===== src/hdl/rx_pkg.sv =====
// rx ring buffer shared types

package rx_pkg;

	// ----------------------------------------
	// data widths
	// ----------------------------------------

	// one word from the serial front end
	localparam int RX_WORD_W = 40;

	// one ring entry
	localparam int QWORD_W = 64;

	// one host read word of two qwords side by side
	localparam int OWORD_W = 2 * QWORD_W;

	// largest merge of residue and new word
	// 63 bits of residue plus one full word
	localparam int ACC_W = QWORD_W + RX_WORD_W - 1;

	// dropped qword counter width
	localparam int DROP_COUNT_W = 32;

	// ----------------------------------------
	// vector types
	// ----------------------------------------

	typedef logic [RX_WORD_W-1:0] rx_word_t;
	typedef logic [QWORD_W-1:0] qword_t;
	typedef logic [OWORD_W-1:0] oword_t;
	typedef logic [DROP_COUNT_W-1:0] drop_count_t;

	// packer accumulator and its bit count
	typedef logic [ACC_W-1:0] acc_t;
	// 7 bits hold 0 to 103
	typedef logic [6:0] fill_t;

	// ----------------------------------------
	// packer output beat
	// ----------------------------------------

	// valid for one cycle per finished qword
	typedef struct packed {
		logic valid;
		qword_t data;
	} qword_beat_t;

endpackage


===== src/hdl/rx_qword_packer.sv =====
// 40 to 64 bit qword gearbox

module rx_qword_packer (
	// clock
	input logic reset,
	// async reset, active high
	input logic rd_clock,
	input logic enable_sfp,
	input logic wr_valid,
	input rx_pkg::rx_word_t wr_data,
	output rx_pkg::qword_beat_t beat
);
	import rx_pkg::*;

	// ----------------------------------------
	// state
	// ----------------------------------------

	// leftover stream bits with the oldest at the lsb
	logic [QWORD_W-2:0] residue_q;
	// number of valid bits in residue_q
	fill_t fill_q;

	// output beat registers
	logic beat_valid_q;
	qword_t beat_data_q;

	// merged residue plus new word
	acc_t acc_sum;
	fill_t fill_sum;
	// merged bits after a qword leaves
	acc_t acc_shift;
	logic accept;
	logic emit;

	// words count only while the link is up
	assign accept = enable_sfp & wr_valid;

	// ----------------------------------------
	// merge
	// ----------------------------------------

	always_comb begin
		acc_sum = acc_t'(residue_q);
		fill_sum = fill_q;
		if (accept) begin
			// new word lands just above the residue
			acc_sum = acc_sum | (acc_t'(wr_data) << fill_q);
			fill_sum = fill_q + fill_t'(RX_WORD_W);
		end
	end

	// a full qword is ready
	assign emit = (fill_sum >= fill_t'(QWORD_W));
	assign acc_shift = acc_sum >> QWORD_W;

	// ----------------------------------------
	// residue and beat control
	// ----------------------------------------

	always_ff @(posedge reset or posedge rd_clock) begin
		if (rd_clock) begin
			residue_q <= '0;
			fill_q <= '0;
			beat_valid_q <= 1'b0;
		end else if (!enable_sfp) begin
			// link down drops any partial qword
			residue_q <= '0;
			fill_q <= '0;
			beat_valid_q <= 1'b0;
		end else begin
			beat_valid_q <= emit;
			if (emit) begin
				// at most 39 bits stay behind
				residue_q <= acc_shift[QWORD_W-2:0];
				fill_q <= fill_sum - fill_t'(QWORD_W);
			end else begin
				// under 64 bits the upper merge bits are zero
				residue_q <= acc_sum[QWORD_W-2:0];
				fill_q <= fill_sum;
			end
		end
	end

	// beat payload
	always_ff @(posedge reset) begin
		if (emit) begin
			beat_data_q <= acc_sum[QWORD_W-1:0];
		end
	end

	assign beat = '{valid: beat_valid_q, data: beat_data_q};

	// residue under 64 plus one word stays below 104
	assert property (@(posedge reset) disable iff (rd_clock)
		fill_sum < fill_t'(ACC_W + 1));

endmodule


===== config.mk =====
export PLATFORM = sky130hd
export DESIGN_NAME = rx_qword_packer
export DESIGN_NICKNAME = d
export VERILOG_FILES = /design/src/hdl/rx_pkg.sv /design/src/hdl/rx_qword_packer.sv
export SDC_FILE = /design/constraint.sdc
export NUM_CORES = 1
export LEC_CHECK = 0
export ABC_AREA = 1
export BUFFER_PORTS_ARGS = -buffer_cell sky130_fd_sc_hd__buf_2
export CAP_MARGIN = 20
export CORE_ASPECT_RATIO = 1.1
export CORE_MARGIN = 5
export CORE_UTILIZATION = 45
export CTS_CLUSTER_DIAMETER = 80
export DETAILED_ROUTE_END_ITERATION = 12
export PLACE_DENSITY = 0.66
export SETUP_SLACK_MARGIN = 0.3
export SYNTH_ARGS = -nofsm -noshare
export SYNTH_HDL_FRONTEND = slang
export SYNTH_SLANG_ARGS = --single-unit

===== constraint.sdc =====
create_clock -name reset -period 7.3 [get_ports reset]
set_clock_uncertainty 0.2 [all_clocks]
set_input_delay 1.46 -clock reset [delete_from_list [all_inputs] [get_ports reset]]
set_output_delay 1.46 -clock reset [all_outputs]
set_load 0.01 [all_outputs]

# After elaboration in Yosys (flattened, before gate mapping)
# Index checks and enable logic that the tools add are counted.
totals:
  output_inout_bits: 65
  input_bits: 44
  reg_bits: 135
  elab_cells: 18
classes:
  n_shift: 1
  add_sub_neg: 2
  muxes: 7
  order_cmp: 1
  bitwise_logic: 2
op_table:
  columns: ["op", "count"]
  rows:
  - ["$mux 63", 2]
  - ["$mux 103", 1]
  - ["$or 63x103->103", 1]
  - ["$shl 40x7->103", 1]
  - ["$mux 7", 3]
  - ["$add 7x6->7 const B", 1]
  - ["$ge 7x7->1 const B", 1]
  - ["$sub 7x7->7 const B", 1]
  - ["$and 1x1->1", 1]
  - ["$mux 1", 1]

# Longest topological paths before layout
# Gate-level depths: netlist of run 1.
logic_depth:
  depth_word: 5
  ltp_mapped: 11
  ltp_nobuf: 9

# Worst setup path before layout of run 1
# No wires, ideal clock.
synth_timing:
  path_kind: "input port to flip-flop"
  startpoint: "in enable_sfp"
  endpoint: "reg residue_q[11]"
  t_required_ps: 7035
  cell_stages: 10
  setup_slack_ps: 3883
  t_arrival_ps: 3152
  cell_sequence: "nand2_1 > inv_2 > nand2_1 > nand2_2 > nand2_2 > nand2_1 > inv_2 > buf_2 > o21ai_0 > nand2_1"
synth_between:
  elab_chain_len: 5
synth_rtl:
  columns: ["item", "line", "text"]
  rows:
  - ["start, declared", "rx_qword_packer.sv:8", "input logic enable_sfp,"]
  - ["$and 1x1->1", "rx_qword_packer.sv:37", "assign accept = enable_sfp & wr_valid;"]
  - ["$mux 7", "rx_qword_packer.sv:46", "if (accept) begin"]
  - ["$ge 7x7->1", "rx_qword_packer.sv:54", "assign emit = (fill_sum >= fill_t'(QWORD_W));"]
  - ["$mux 63", "rx_qword_packer.sv:73", "if (emit) begin"]
  - ["$mux 63 *", "rx_qword_packer.sv:66", "end else if (!enable_sfp) begin"]
  - ["end signal, assigned", "rx_qword_packer.sv:75", "residue_q <= acc_shift[QWORD_W-2:0];"]
  - ["end signal, assigned", "rx_qword_packer.sv:79", "residue_q <= acc_sum[QWORD_W-2:0];"]
  - ["end, declared", "rx_qword_packer.sv:20", "logic [QWORD_W-2:0] residue_q;"]
# Mark *: on every way between the ends. The rest lies on a longest branch, timed or not.
# A chain may end at the register's enable or synchronous reset.

# Final worst setup path of run 1
layout_timing:
  startpoint: "in enable_sfp"
  endpoint: "reg residue_q[26]"
# Same word-level chain as after synthesis.

==> results.md, run 1 <==
* Pint at 1.40 mW
* P&R area growth vs syn at 16.8%
* WL final at 20600 um
* Syn Area/Cell at about 7.9 um2
* FF+latch count, synth at 132
* # setup viols final at 0
* Multiplexer share of the synthesized area at 0%
* Post-DR wirelength/cell at 17.7 um
* R2R depth at 8
* I/O pins at 109
* Dpl ws at slightly above 3 ns
* CTS root buffer: clkbuf_16
* Fin crit period at 3.60 ns
* Routed Antenna Nets at 0
* Syn Std Cell Area at 6900 um2
* Overall routing resource usage at 23.9%
* Setup TNS at 0 ns
* Fillcell total at 1460
* Worst path required time at 7.47 ns
* Hold path depth at 2
* Status: completed
* Initial Util at roughly 46%
* Register area share after synthesis at 52.5%
* Worst Tran Pin Value at between 0.9 and 1 ns
* Mapped Cells at 871
* Row Count at 47
* Hold_buf cts at 0
* CP Capture Type: flip-flop
* Routability cong. at 0.912
* Clk pin slew, worst setup/hold paths at roughly 0.060 ns
* Largest family of logic cells by synthesized area: simple AND/OR/NAND/NOR gates
* Synth unique cells at 27
* Leakage at 4.04 nW
* Crit Path Class: in -> reg
* Power share of the combinational group at 16.4%
* Hold WC Path Type: reg -> reg
* Via density at 5.41
* Sw Pwr at slightly below 0.6 mW
* Clock sinks at 132
* Final Net Count at around 1000
* Die Span X at 128 um
* Max H-tree Level at 4
* Max-slew violation count at 0
* Post-CTS sizing at 0
* Hold Vio Cnt, Final at 0
* Total nets after synthesis at approximately 920
* Post-Synth Adder-Cell Area at 0.181%
* Total power at 1.99 mW
* Vias at 6279
* Worst R2R Setup Slack at roughly 3.9 ns
* Clock power frac at 40.6%
* Antenna cells at 0
* Max frequency at ~280 MHz
* PwrDens at 247 nW/um2
* Initial antenna violation count at 0
* Number of DRC markers in iteration 0 at 627
* CORE AREA at 15100 um2
* Final HPWL DP at 13700 um
* IO buf count at 108
* CTS tree: built
* Vias in the first global route at 5864
* TritonCTS Buffers at 17
* Final worst setup slack at 3.70 ns
* Startpoint types: input pin
* Synthesis Warnings at 0
* Worst vdd ir at around 0.00015 V
* Post-Synth XOR/XNOR Area at 0%
* Post-synthesis compound-gate area fraction at 10.6%
* Global-route wire length before repair at about 33000 um
* Worst rel slew slack at 34.2%
* Clk_lat worst skew at 0.43 ns
* RSZ-0062 raised after global routing: false
* Total global routing overflow at 0
* Die area at 17900 um2
* Sw Share at ~30%
* Post-CTS Repair Setup Buffers at 0
* Final core occ at 53.5%
* DRC viols at 0
* Pin count of the biggest net entering global routing at 89
* Share of cells above drive strength 1 at 16.6%
* Initial DRT Pass Iterations at 5
* Max Cap Viol at 0
* CP Max Fanout at 65
* Max Buffers Root-to-Sink at 2
* Tcrit/Tclk final at 49.3%
* Simple logic cell fraction of the synthesized area at 29.8%
* Die height at 140 um
* Flop pwr share at 43.0%
* Critical path arrival at 3.76 ns
worst max-delay path, stage by stage:
cell and delay (ns):
buf_2 0.09, nand2_1 0.11, inv_2 0.39, nand3_1 0.18, nand2_2 0.14, buf_4 0.70, nand2_1 0.14, inv_2 0.28
nand3_1 0.16, nand2_1 0.09
synthesized netlist by cell type, drive strengths merged:
cell	count	area [um2]
a211oi	2	15.0
a21oi	45	225
buf	32	170
clkbuf	23	86.3
conb	1	3.75
dfrtp	68	1700
edfxtp	64	1920
ha	1	12.5
inv	59	221
nand2	362	1360
nand3	106	531
nand4	14	87.6
nor2	14	62.6
nor3	2	10.0
o211ai	8	60.1
o21a	1	7.51
o21ai	34	170
o21bai	25	188
o22ai	10	62.6
layer usage:
layer,track usage [%],vias to the layer above,share of wire (%)
met2,36.5,262,46
li1,-,3044,-
met3,4.87,40,7.9
met5,0,-,0
met4,10.1,0,2.9
met1,33.2,2933,43
cells by family (layout without fill, tap and decap cells):
| logic type | count (synthesis) | in the layout |
|---|---|---|
| compound gates | 125 | 125 |
| fa+ha+maj | 1 | 1 |
| buf+inv | 114 | 208 |
| flops | 132 | 132 |
| other cells | 1 | 1 |
| simple gates | 498 | 498 |
sequential cells by signal, summed over array words and instances, names as in the netlist:
name,flops
fill_q,4
beat_valid_q,1
residue_q,63
beat_data_q,64
layout by cell type (no fill, tap or decap), types with 3 or more instances in the layout:
master	synthesis	layout
inv_6	0	3
clkinv_4	0	3
clkinvlp_4	0	4
nand2_1	360	360
dfrtp_1	68	68
o21bai_1	25	25
nor2_1	12	12
o21ai_0	33	33
inv_2	7	8
a21oi_1	45	45
inv_1	52	51
buf_4	1	8
o22ai_1	10	10
nand4_1	14	14
edfxtp_1	64	64
clkbuf_16	0	17
buf_2	25	108
clkinv_2	0	3
nand3_1	106	106
o211ai_1	8	8
per-stage QoR:
stage / cells / instance area (um2) / hold WS [ns]
final: 1161 / 8060 / 0.320
after global routing: 1161 / 8060 / 0.337
after CTS: 1160 / 8050 / 0.320
after detailed placement: 1128 / 7490 / 0.306
after global placement: 1128 / 7490 / 0.299
after floorplan: 871 / 6900 / 0.291
power groups by stage:
stage	combinational, mW	sequential [mW]	clock [mW]
6_report	0.327	0.854	0.808
5_1_grt	0.366	0.859	0.850
4_1_cts	0.326	0.856	0.819
3_5_place_dp	0.324	0.869	0
3_3_place_gp	0.323	0.869	0
2_1_floorplan	0.201	0.881	0
final cells by class:
class,count,area (um2),area share [%]
clock buffer,17,425,5.28
clock inverter,15,131,1.63
inverter,59,221,2.75
multi-input combinational,625,2800,34.7
sequential,132,3620,44.9
tap,196,245,3.04
timing repair buffer,117,616,7.64
worst paths after layout:
kind | from | to
setup reg to reg | fill_q[6] | residue_q[26]
hold / removal | residue_q[43] | residue_q[43]
max in group asynchronous | rd_clock | residue_q[33]
setup / recovery | enable_sfp | residue_q[26]
min in group asynchronous | rd_clock | residue_q[15]
hold reg to reg | residue_q[43] | residue_q[43]
(Power assumes the default switching activity.)
==> inputs of run 2 (changes only) <==
==> constraint.sdc (replaced) <==
create_clock -name reset -period 3.6 [get_ports reset]
set_clock_uncertainty 0.2 [all_clocks]
set_input_delay 0.72 -clock reset [delete_from_list [all_inputs] [get_ports reset]]
set_output_delay 0.72 -clock reset [all_outputs]
set_load 0.01 [all_outputs]
==> run 2 against run 1 <==
Setup slack worse by 2.5 ns. Hold slack got worse by 0.15 ns. Combinational power increased by 110%. Critical path type is now reg -> reg. Routed wire length down 2.3%. Via count rose by 0.92%. Sequential share of layout area is 0.72 points lower. Critical path depth down 3. Count of clock-buffer cells in the layout stayed put.
==> results.md, run 2 (synthesis results as in run 1) <==
* Status: completed
* Pin count of the biggest net entering global routing at 51 (-43%)
* CTS root buffer: clkbuf_16
* IO buf count at 108 (unchanged)
* Max Buffers Root-to-Sink at 2 (unchanged)
* CORE AREA at 15100 um2 (unchanged)
* Worst R2R Setup Slack at 1.24 ns (-2.63 ns)
* R2R depth at 7 (-1)
* P&R area growth vs syn at 18.7%
* Post-CTS sizing at 0 (unchanged)
* Clk_lat worst skew at 0.43 ns (about the same)
* Largest register FFs at 64 (unchanged)
* Routability cong. at 0.954 (+4.7%)
* Initial antenna violation count at 0 (unchanged)
* Vias in the first global route at 5882 (+0.31%)
* Commonest non-fill, non-tap cells in the layout: nand2_1 (360), buf_2 (108), nand3_1 (106)
* Routed Antenna Nets at 0 (unchanged)
* Final HPWL DP at 14000 um (+2.5%)
* Crit Path Class: reg -> reg
* Row Count at 47 (unchanged)
* RSZ-0062 raised after global routing: false
* Post-DR wirelength/cell at 17.2 um (-2.9%)
* CP Max Fanout at 22 (-66%)
* Top Registers: beat_data_q (64), residue_q (63), fill_q (4)
* Clock sinks at 132 (unchanged)
* Global-route wire length before repair at 31500 um (-4.1%)
* I/O pins at 109 (unchanged)
* Design area at 8190 um2 (+1.6%)
* Hold WC Path Type: in -> async
* CTS tree: built
* Die Span X at 128 um (unchanged)
* Number of DRC markers in iteration 0 at 692 (+10%)
* DRC viols at 0 (unchanged)
* DR WL met3 at 1550 um (-4.5%)
* Initial Util at 45.8% (unchanged)
* Fin crit period at 2.36 ns
* Worst vdd ir at 0.000306 V (+110%)
* WL final at 20100 um (-2.3%)
* # setup viols final at 0 (unchanged)
* Initial DRT Pass Iterations at 5 (unchanged)
* Reg-to-Reg Start: fill_q[6]
* PwrDens at 517 nW/um2 (+110%)
* Die height at 140 um (unchanged)
* Worst hold margin at 0.171 ns (-0.149 ns)
* Worst rel slew slack at 42.1% (+7.9 points)
* Final core occ at 54.4% (+0.87 points)
* Overall routing resource usage at 22.9% (-1.0 points)
* Vias at 6337 (+0.92%)
* Most common cell after layout, fill and taps aside: nand2_1
* Met2 routed WL at 9150 um (-3.2%)
* Total power at 4.24 mW (+110%)
* Leakage at 4.11 nW (+1.8%)
* Fillcell total at 1479 (+1.3%)
* Worst path required time at 3.57 ns (-3.90 ns)
* Via density at 5.43 (+0.32%)
* Top layer in use: met4
* Die area at 17900 um2 (unchanged)
* Clk pin slew, worst setup/hold paths at 0.06 ns (about the same)
* Max H-tree Level at 4 (unchanged)
* Reg2reg end: beat_data_q[42]
* Setup TNS at 0 ns (unchanged)
* Startpoint types: flip-flop
* Hold Vio Cnt, Final at 0 (unchanged)
* CP Capture Type: flip-flop
* Tcrit/Tclk final at 65.5%
* Worst Tran Pin Value at 0.867 ns (-0.120 ns)
* Wl on met1 at 8650 um (-2.7%)
* Hold_buf cts at 0 (unchanged)
* TritonCTS Buffers at 17 (unchanged)
* Critical path arrival at 2.33 ns (-1.43 ns)
* Max Cap Viol at 0 (unchanged)
* Top reg by flops: beat_data_q
* Max frequency at 424 MHz
* Post-CTS Repair Setup Buffers at 0 (unchanged)
* Max-slew violation count at 0 (unchanged)
* Placement Cell Area at 7560 um2 (+0.97%)
* Antenna cells at 0 (unchanged)
* Share of cells above drive strength 1 at 17.3% (+0.70 points)
* Final Net Count at 1004 (+0.70%)
* Total global routing overflow at 0 (unchanged)
[run 2: per-layer routing]
metal | track usage [%] | up-vias
li1 | - | 3056
met1 | 31.0 | 2936
met2 | 35.5 | 301
met3 | 4.29 | 44
met4 | 10.9 | 0
met5 | 0 | -
[run 2: layout make-up]
type | count | area [um2] | share of cell area (%)
flip-flops and latches | 132 | 3620 | 44.2
multi-input cells | 625 | 2800 | 34.2
repair buffers | 124 | 673 | 8.22
clock buffers | 17 | 425 | 5.19
well taps | 196 | 245 | 2.99
inverters | 59 | 221 | 2.70
clock inverters | 15 | 205 | 2.50
[run 2: worst max-delay path by stage]
stage / startpoint / to / slack (ns)
5_1_grt: fill_q[6] / beat_data_q[42] / 1.16
3_5_place_dp: enable_sfp / beat_data_q[42] / 0.93
2_1_floorplan: enable_sfp / residue_q[11] / 0.92
4_1_cts: fill_q[6] / beat_data_q[42] / 1.28
6_report: fill_q[6] / beat_data_q[42] / 1.24
3_3_place_gp: enable_sfp / beat_data_q[42] / 0.96
[run 2: critical path: stages, from the launching register on]
cell,delay (ns)
dfrtp_1,0.32
buf_4,0.29
nor2_2,0.08
inv_1,0.53
buf_4,0.37
a21oi_1,0.07
nand2_1,0.14
nand2_1,0.09
[run 2: metrics by stage]
step                std cells  setup WS (ns)
global placement         1136          0.963
CTS                      1168           1.28
finish                   1168           1.24
global route             1168           1.16
floorplan                 871          0.923
detailed placement       1136          0.934
[run 2: where the power goes]
group	internal [mW]	leakage, nW	switching, mW
Sequential	1.70	1.58	0.0248
Clock	1.16	0.300	0.674
Combinational	0.199	2.23	0.478
Total	3.06	4.11	1.18
