$ cat src/hdl/rx_pkg.sv
// rx ring buffer shared types

package rx_pkg;

	// ----------------------------------------
	// data widths
	// ----------------------------------------

	// one word from the serial front end
	localparam int RX_WORD_W = 40;

	// one ring entry
	localparam int QWORD_W = 64;

	// one host read word of two qwords side by side
	localparam int OWORD_W = 2 * QWORD_W;

	// largest merge of residue and new word
	// 63 bits of residue plus one full word
	localparam int ACC_W = QWORD_W + RX_WORD_W - 1;

	// dropped qword counter width
	localparam int DROP_COUNT_W = 32;

	// ----------------------------------------
	// vector types
	// ----------------------------------------

	typedef logic [RX_WORD_W-1:0] rx_word_t;
	typedef logic [QWORD_W-1:0] qword_t;
	typedef logic [OWORD_W-1:0] oword_t;
	typedef logic [DROP_COUNT_W-1:0] drop_count_t;

	// packer accumulator and its bit count
	typedef logic [ACC_W-1:0] acc_t;
	// 7 bits hold 0 to 103
	typedef logic [6:0] fill_t;

	// ----------------------------------------
	// packer output beat
	// ----------------------------------------

	// valid for one cycle per finished qword
	typedef struct packed {
		logic valid;
		qword_t data;
	} qword_beat_t;

endpackage

$ cat src/hdl/rx_ring_ctl.sv
// rx ring pointer and status control

module rx_ring_ctl #(
	parameter int USED_QWORDS_WIDTH = 9
) (
	// clock
	input logic reset,
	// async reset, active high
	input logic rd_clock,
	input logic enable_sfp,
	// packed qwords from the gearbox
	input rx_pkg::qword_beat_t beat,
	// host read side
	input logic rd_req,
	input logic [USED_QWORDS_WIDTH-2:0] rd_address_owords,
	// memory control
	output logic wr_en,
	output logic [USED_QWORDS_WIDTH-1:0] wr_addr,
	output logic rd_en,
	output logic [USED_QWORDS_WIDTH-2:0] rd_addr,
	// status
	output logic [USED_QWORDS_WIDTH-1:0] rx_ring_wptr,
	output logic [USED_QWORDS_WIDTH:0] used_qwords,
	output rx_pkg::drop_count_t drop_count,
	output logic empty,
	output logic full
);

	// one extra bit so a full ring differs from an empty one
	localparam int PTR_W = USED_QWORDS_WIDTH + 1;
	// ring depth in qwords
	localparam logic [PTR_W-1:0] DEPTH = {1'b1, {USED_QWORDS_WIDTH{1'b0}}};
	// qwords released per host read
	localparam logic [PTR_W-1:0] OWORD_QWORDS = 2;

	// ----------------------------------------
	// pointers
	// ----------------------------------------

	logic [PTR_W-1:0] wptr_q;
	logic [PTR_W-1:0] rptr_q;
	// beat arrives with no room left
	logic drop;

	// occupancy straight from the pointer gap
	assign used_qwords = wptr_q - rptr_q;
	assign full = (used_qwords == DEPTH);
	assign empty = (used_qwords == '0);

	// low bits wrap with the ring
	assign rx_ring_wptr = wptr_q[USED_QWORDS_WIDTH-1:0];
	assign wr_addr = wptr_q[USED_QWORDS_WIDTH-1:0];

	// ----------------------------------------
	// store or drop, honour or ignore
	// ----------------------------------------

	assign wr_en = enable_sfp & beat.valid & ~full;
	assign drop = enable_sfp & beat.valid & full;

	// a read needs a whole oword buffered
	assign rd_en = enable_sfp & rd_req & (used_qwords >= OWORD_QWORDS);
	// the memory registers the oword at this address
	assign rd_addr = rd_address_owords;

	always_ff @(posedge reset or posedge rd_clock) begin
		if (rd_clock) begin
			wptr_q <= '0;
			rptr_q <= '0;
			drop_count <= '0;
		end else if (!enable_sfp) begin
			// link down empties the ring
			wptr_q <= '0;
			rptr_q <= '0;
			drop_count <= '0;
		end else begin
			if (wr_en) begin
				wptr_q <= wptr_q + 1'b1;
			end
			// honoured read frees two qwords
			if (rd_en) begin
				rptr_q <= rptr_q + OWORD_QWORDS;
			end
			if (drop) begin
				drop_count <= drop_count + 1'b1;
			end
		end
	end

	// ----------------------------------------
	// checks
	// ----------------------------------------

	// a full ring takes no write and never grows
	assert property (@(posedge reset) disable iff (rd_clock)
		$past(full && enable_sfp) |-> used_qwords <= $past(used_qwords));

	// pointer gap stays within the ring
	assert property (@(posedge reset) disable iff (rd_clock)
		used_qwords <= DEPTH);

	// a short ring ignores the read and keeps its qwords
	assert property (@(posedge reset) disable iff (rd_clock)
		$past(enable_sfp && rd_req && used_qwords < OWORD_QWORDS)
		|-> used_qwords >= $past(used_qwords));

endmodule

$ cat config.mk
export PLATFORM = sky130hd
export DESIGN_NAME = rx_ring_ctl
export DESIGN_NICKNAME = d
export VERILOG_FILES = /design/src/hdl/rx_pkg.sv /design/src/hdl/rx_ring_ctl.sv
export SDC_FILE = /design/constraint.sdc
export NUM_CORES = 1
export LEC_CHECK = 0
export BUFFER_PORTS_ARGS = -buffer_cell sky130_fd_sc_hd__buf_2
export CELL_PAD_IN_SITES_DETAIL_PLACEMENT = 1
export CELL_PAD_IN_SITES_GLOBAL_PLACEMENT = 1
export CORE_UTILIZATION = 35
export DETAILED_ROUTE_END_ITERATION = 10
export PLACE_DENSITY = 0.89
export SLEW_MARGIN = 40
export SYNTH_ARGS = -nofsm -noshare
export SYNTH_HDL_FRONTEND = slang
export SYNTH_SLANG_ARGS = --single-unit
$ cat constraint.sdc
create_clock -name reset -period 4 [get_ports reset]
set_input_delay 0.4 -clock reset [delete_from_list [all_inputs] [get_ports reset]]
set_output_delay 0.4 -clock reset [all_outputs]
set_load 0.1 [all_outputs]
# == Word level (Yosys, flattened, before mapping) ==
# Cells that the tools add are included.
# op_classes
add_sub_neg,4
multipliers,0
n_div,0
magnitude_cmp,1
n_eq_ne,4
n_shift,0
mux,6
bitwise_logic,6
n_reduce_logical,1
# op_table
operator,count
$mux 32,2
$mux 10,4
$add 32x1->32 const B,1
$add 10x1->10 const B,1
$add 10x2->10 const B,1
$eq 10x10->1 const B,1
$ge 10x2->1 const B,1
$logic_not 10->1,1
$sub 10x10->10,1
$ne 2x1->1 const B,3
$and 1x1->1,5
$not 1->1,1
# totals
register_bits,52
latchBits,0
mem_bits_rw,0
mem_bits_ro,0
in_bits,77
output_inout_bits,72
wordCells,25
n_memories,0

# == Logic depth before layout (Yosys ltp) ==
# Gate-level depths: netlist of the first run.
# logic_depth
ltp_word,6
mapped_depth,12
mapped_depth_nobuf,10

# == Worst setup path before layout of the first run ==
# Ideal clock, no wire load.
# synth_path
path_kind,flip-flop to output port
start,register wptr_q[5]
end,output empty
t_arrival_ns,5.234
slack_ns,-1.634
path_stages_with_launch,9
path_buffers,1
cell_sequence,dfrtp_1 ha_1 buf_6 a211o_1 o2bb2ai_1 o21bai_1 mux2i_2 inv_1 nor4_1
# synth_via
elab_chain_len,2
# synth_rtl
element,line_no,rtl
start: declaration,rx_ring_ctl.sv:40,logic [PTR_W-1:0] wptr_q;
start signal: assignment,rx_ring_ctl.sv:78,wptr_q <= wptr_q + 1'b1;
$sub 10x10->10,rx_ring_ctl.sv:46,assign used_qwords = wptr_q - rptr_q;
via used_qwords[9],rx_ring_ctl.sv:23,"output logic [USED_QWORDS_WIDTH:0] used_qwords,"
$logic_not 10->1,rx_ring_ctl.sv:48,assign empty = (used_qwords == '0);
end: declaration,rx_ring_ctl.sv:25,"output logic empty,"
# The timed path passes the listed nets, and every way through them passes these cells.

# == Worst setup path in the final report of the first run ==
# layout_path
start,register wptr_q[5]
end,output rd_en
# layout_via
elab_chain_len,3
# layout_rtl
element,line_no,rtl
$sub 10x10->10,rx_ring_ctl.sv:46,
$ge 10x2->1,rx_ring_ctl.sv:62,assign rd_en = enable_sfp & rd_req & (used_qwords >= OWORD_QWORDS);
$and 1x1->1,rx_ring_ctl.sv:62,
end: declaration,rx_ring_ctl.sv:19,"output logic rd_en,"
# Every way passes these cells.

==> out/results.ini, run 1 <==
[power]
powerDensity_mw_per_mm2 = 320
ir_worst_vdd_mv = 0.218
p_leak_nw = 1.78
p_total_mw = 1.29

[die]
dieArea_mm2 = 0.0107
fp.dieW_um = 104
start_util = 0.366
fp.dieH_um = 104
core_area_mm2 = 0.00986
ios = 149
num_rows = 36

[min_path]
hold_path_class = in2async

[clocking]
clock_latency_ns = 0.32
ctsHoldBuffers = 0
root_buffer = clkbuf_8
cts_max_level = 2
cts_tree = yes
cts_buffer_depth = 2
cts_buffers = 5
cts_setup_buffers = 0
cts.sinks = 51
clkTransAtPathRegs_ns = 0.10
ctsResizeCount = 0

[yosys]
synth_area_per_cell_um2 = 8.80
synthCells = 410
synth.area.mux_share = 0.0371
async_reset_ff_frac = 1.00
synth-edff-count = 0
synth_flop_cell = dfrtp_1
synth_xor_area_frac = 0.0337
synth_nets = 499
yosys_warnings = 0
synth_compound_area_frac = 0.165
synth.distinct_cells = 52
synthSimpleGateAreaFrac = 0.251
synth-seq-cells = 51
synth_top_family_by_area = simple AND/OR/NAND/NOR gates
synth_area_mm2 = 0.00361
synthAdderAreaFrac = 0.0437
yosysSeqAreaShare = 0.354

[timing]
rsz0062_at_grt = false
maxSlewHeadroom = 0.545
fin_skew_ns = 0.0195
fin_crit_ns = 3.80
period_share = 0.950
slew_violations = 0
final.setup.tns_ns = 0
max_freq_mhz = 263
setup_violations = 0
tightest_slew_ns = 0.682
finalHoldViolCount = 0

[placement]
postPlaceCellArea_mm2 = 0.00389
gp_congestion = 0.805
hpwlAfterDp_mm = 7.07
io_buffers = 68

[drt]
drtAntennaViolNets = 0
avgViaCountPerCell = 5.62
wirelength_mm = 9.73
firstDrtPassIters = 4
drtIter0Drc = 169
routed-via-count = 3241
drc = 0
wl_per_cell_um = 16.9

[grt]
track_usage = 0.188
grt.overflow.total = 0
antenna_found_initial = 0
grt_pass1_vias = 3334
grt_max_degree = 52
grt_pass1_wl_mm = 16.7

[final_layout]
area.growth.synth_to_final_pct = 11.5
design_area_mm2 = 0.00402
diodes = 0
drive_gt1_frac = 0.218
n_fill_cell = 1180
nNetsFinal = 532
seq_area_mm2 = 0.00128
multi_input_area_mm2 = 0.00199

[setup_path]
r2r-end = drop_count[12]$_DFFE_PP0P_
critical_path_class = reg2out
reg2reg_from = wptr_q[1]$_DFFE_PP0P_
cp.required_ns = 3.60
crit_path_end_kind = output pin
r2r_setup_slack_ns = 0.51
path_max_fanout = 10
arrival_ns = 3.40
worst_setup_path_start_kind = flop
reg2reg_depth = 9

[job]
max_cap_viol_count = 0

[status]
status = completed

## cells by family after synthesis
logic type / Yosys count
AND/OR/NAND/NOR: 162
other: 1
XOR/XNOR: 13
AO/OA/AOI/OAI: 86
buffers and inverters: 72
multiplexers: 13
adder cells (fa/ha/maj): 12
flip-flops: 51
## routing by layer
| layer | wire length [µm] | share of wire | vias to the layer above | track usage |
|---|---|---|---|---|
| met5 | 0 | 0 | - | 0 |
| met4 | 153 | 0.016 | 0 | 0.0600 |
| met3 | 278 | 0.029 | 15 | 0.0252 |
| met2 | 4790 | 0.49 | 62 | 0.323 |
| met1 | 4500 | 0.46 | 1634 | 0.243 |
| li1 | - | - | 1530 | - |
## worst max-delay path, cell delays in order (launching register included)
cell       delay (ns)
dfrtp_1          0.49
ha_1             0.53
nand4_1          0.19
o2bb2ai_1        0.17
o21bai_1         0.22
mux2i_4          0.41
inv_1            0.18
o41ai_4          0.55
nor2_4           0.04
buf_2            0.30
## Yosys cell counts, types with 2 or more instances
| cell | count | area share |
|---|---|---|
| buf_1 | 2 | 0.0021 |
| or4_1 | 15 | 0.031 |
| o21a_1 | 3 | 0.0062 |
| nor4_1 | 7 | 0.012 |
| or3_1 | 12 | 0.021 |
| clkbuf_1 | 10 | 0.010 |
| a21oi_1 | 23 | 0.032 |
| nor4_2 | 2 | 0.0069 |
| inv_1 | 25 | 0.026 |
| o211ai_1 | 6 | 0.012 |
| xor2_1 | 4 | 0.0097 |
| ha_1 | 11 | 0.038 |
| buf_6 | 5 | 0.016 |
| xnor2_1 | 8 | 0.019 |
| a211oi_1 | 3 | 0.0062 |
| o41ai_1 | 7 | 0.017 |
| and2_1 | 3 | 0.0052 |
| nand2b_1 | 18 | 0.031 |
| buf_4 | 27 | 0.056 |
| nand3_1 | 20 | 0.028 |
| mux2i_1 | 12 | 0.033 |
| buf_2 | 3 | 0.0042 |
| nor2_1 | 17 | 0.018 |
| o21ai_0 | 15 | 0.021 |
| nand2_1 | 36 | 0.037 |
| o31ai_1 | 12 | 0.025 |
| or4_4 | 3 | 0.0094 |
| dfrtp_1 | 51 | 0.35 |
| nor3_1 | 6 | 0.0083 |
| and3_1 | 6 | 0.010 |
| o311ai_0 | 7 | 0.017 |
| nand4_1 | 11 | 0.019 |
## through the flow
stage / setup slack (ns) / hold WS [ns] / util / cells
floorplan: 0.0708 / 0.519 / - / 410
global placement: 0.554 / 0.491 / 0.394 / 569
detailed placement: 0.467 / 0.515 / 0.394 / 569
CTS: 0.118 / 0.282 / 0.407 / 577
global route: 0.0449 / 0.326 / 0.408 / 577
finish: 0.198 / 0.258 / 0.408 / 577
## how the worst max path moves through the flow
stage | slack (ns) | endpoint | cells past startpoint | startpoint
2_1_floorplan | 0.07 | empty | 8 | wptr_q[5]$_DFFE_PP0P_
4_1_cts | 0.12 | rd_en | 9 | wptr_q[5]$_DFFE_PP0P_
3_5_place_dp | 0.47 | rd_en | 9 | wptr_q[5]$_DFFE_PP0P_
3_3_place_gp | 0.55 | rd_en | 9 | wptr_q[5]$_DFFE_PP0P_
5_1_grt | 0.04 | rd_en | 9 | wptr_q[5]$_DFFE_PP0P_
6_report | 0.20 | rd_en | 9 | wptr_q[5]$_DFFE_PP0P_
## state kept, by name, summed over array words and instances, names as in the netlist
signal,cells
wptr_q,10
drop_count,32
rptr_q,9
## where the power goes
group	switching [mW]	internal [mW]	leakage (nW)	total, mW
clock network	0.188	0.206	0.0618	0.394
logic	0.300	0.0639	1.01	0.364
registers	0.00843	0.519	0.710	0.527
total	0.496	0.789	1.78	1.29
## placed cells by master, fill, tap and decap left out, types with 4 or more instances in the layout
cell,instances
nor3_1,5
or4_1,15
buf_4,5
xnor2_1,8
inv_1,24
nand2b_1,18
nor2_1,16
nand3_1,20
nand2_1,36
o21ai_0,15
clkbuf_8,6
ha_1,11
dfrtp_1,51
mux2i_1,12
o311ai_0,7
a21oi_1,23
nand4_1,11
or3_1,12
o31ai_1,12
nor4_1,5
buf_2,68
and3_1,6
o41ai_1,7
xor2_1,4
o211ai_1,6
## final cells by class
type                    instances  share of cell area
well taps                     133              0.0414
clock inverters                 2             0.00965
clock buffers                   6              0.0205
flip-flops and latches         51               0.317
inverters                      25              0.0233
repair buffers                 73              0.0940
multi-input cells             287               0.494
(Power assumes the default switching activity.)
==> run 2: changes to the inputs <==
--- a/config.mk
+++ b/config.mk
@@ -10,7 +10,7 @@
 export CELL_PAD_IN_SITES_GLOBAL_PLACEMENT = 1
 export CORE_UTILIZATION = 35
 export DETAILED_ROUTE_END_ITERATION = 10
-export PLACE_DENSITY = 0.89
+export PLACE_DENSITY_LB_ADDON = 0.1
 export SLEW_MARGIN = 40
 export SYNTH_ARGS = -nofsm -noshare
 export SYNTH_HDL_FRONTEND = slang
==> out/results.ini, run 2 (synthesis gave the netlist of run 1 again) <==
[status]
status = completed

[grt]
grt.overflow.total = 0
grt_max_degree = 45
track_usage = 0.186
grt_pass1_wl_mm = 16.2
grt_pass1_vias = 3114
antenna_found_initial = 0

[die]
ios = 149
start_util = 0.366
num_rows = 36
fp.dieH_um = 104
core_area_mm2 = 0.00986
fp.dieW_um = 104
dieArea_mm2 = 0.0107

[power]
p_total_mw = 1.22
ir_worst_vdd_mv = 0.271
p_leak_nw = 1.78
powerDensity_mw_per_mm2 = 305

[final_layout]
final_common_cell = buf_2
largest_register_ffs = 32
drive_gt1_frac = 0.222
mostFrequentLayoutCells = buf_2, dfrtp_1, nand2_1
final_util = 0.407
design_area_mm2 = 0.00401
reg_top3 = drop_count: 32 flops, wptr_q: 10 flops, rptr_q: 9 flops
stdcell_count = 579
largest_register = drop_count
area.growth.synth_to_final_pct = 11.2
diodes = 0
n_fill_cell = 1186
nNetsFinal = 534

[placement]
place_ws_ns = 0.493
dp_cells = 571
postPlaceCellArea_mm2 = 0.00391
hpwlAfterDp_mm = 7.02
gp_congestion = 0.762
io_buffers = 68

[drt]
drtAntennaViolNets = 0
wirelength_mm = 9.66
drc = 0
firstDrtPassIters = 4
avgViaCountPerCell = 5.59
routed-via-count = 3236
drtIter0Drc = 102
wl_per_cell_um = 16.7

[setup_path]
r2r_setup_slack_ns = 0.53
worst_setup_path_start_kind = flop
crit_path_end_kind = output pin
arrival_ns = 3.36
reg2reg_from = wptr_q[1]$_DFFE_PP0P_
reg2reg_depth = 9
critical_path_class = reg2out
cp.required_ns = 3.60
r2r-end = drop_count[14]$_DFFE_PP0P_
path_max_fanout = 10

[timing]
rsz0062_at_grt = false
maxSlewHeadroom = 0.547
slew_violations = 0
period_share = 0.941
fin_ws_ns = 0.237
fin_skew_ns = 0.0209
setup_violations = 0
fin_hold_ws_ns = 0.172
fin_crit_ns = 3.76
tightest_slew_ns = 0.679
final.setup.tns_ns = 0
finalHoldViolCount = 0
max_freq_mhz = 266

[clocking]
clkTransAtPathRegs_ns = 0.11
cts_tree = yes
cts_max_level = 2
clock_latency_ns = 0.32
root_buffer = clkbuf_8
cts_setup_buffers = 0
cts.sinks = 51
ctsResizeCount = 0
cts_buffer_depth = 2
ctsHoldBuffers = 0
cts_buffers = 5

[min_path]
hold_path_class = in2async

[job]
max_cap_viol_count = 0

-- run 2: final cells by class --
type / count / area (µm²) / share of cell area
Sequential cell: 51 / 1280 / 0.318
Clock inverter: 2 / 13.8 / 0.00343
Clock buffer: 6 / 82.6 / 0.0206
Timing Repair Buffer: 75 / 393 / 0.0979
Multi-Input combinational cell: 287 / 1990 / 0.495
Tap cell: 133 / 166 / 0.0415
Inverter: 25 / 93.8 / 0.0234
-- run 2: layer usage --
layer  vias up  track usage  routed length, µm
li1       1542            -                  -
met1      1625        0.268               4780
met2        63        0.294               4500
met3         6       0.0271                289
met4         0       0.0414                 85
met5         -            0                  0
-- run 2: worst max-delay path by stage --
| stage | startpoint | endpoint | slack, ns | cells past startpoint |
|---|---|---|---|---|
| after floorplan | wptr_q[5]$_DFFE_PP0P_ | empty | 0.07 | 8 |
| after global placement | rptr_q[5]$_DFFE_PP0P_ | rd_en | 0.51 | 10 |
| after detailed placement | rptr_q[5]$_DFFE_PP0P_ | rd_en | 0.49 | 10 |
| after CTS | rptr_q[5]$_DFFE_PP0P_ | rd_en | 0.13 | 10 |
| after global routing | rptr_q[5]$_DFFE_PP0P_ | rd_en | 0.006 | 10 |
| final | rptr_q[5]$_DFFE_PP0P_ | rd_en | 0.24 | 10 |
-- run 2: critical path, stage by stage, from the launching register on --
cell	delay [ns]
dfrtp_1	0.43
inv_1	0.09
ha_1	0.50
nand4_1	0.18
o2bb2ai_1	0.16
o21bai_1	0.21
mux2i_4	0.40
inv_1	0.18
o41ai_4	0.56
nor2_4	0.03
buf_2	0.30
-- run 2: report_power, final --
part / switching [mW] / internal [mW] / total [mW]
Combinational: 0.300 / 0.0637 / 0.363
Sequential: 0.00850 / 0.519 / 0.528
Clock: 0.189 / 0.142 / 0.331
Total: 0.497 / 0.725 / 1.22
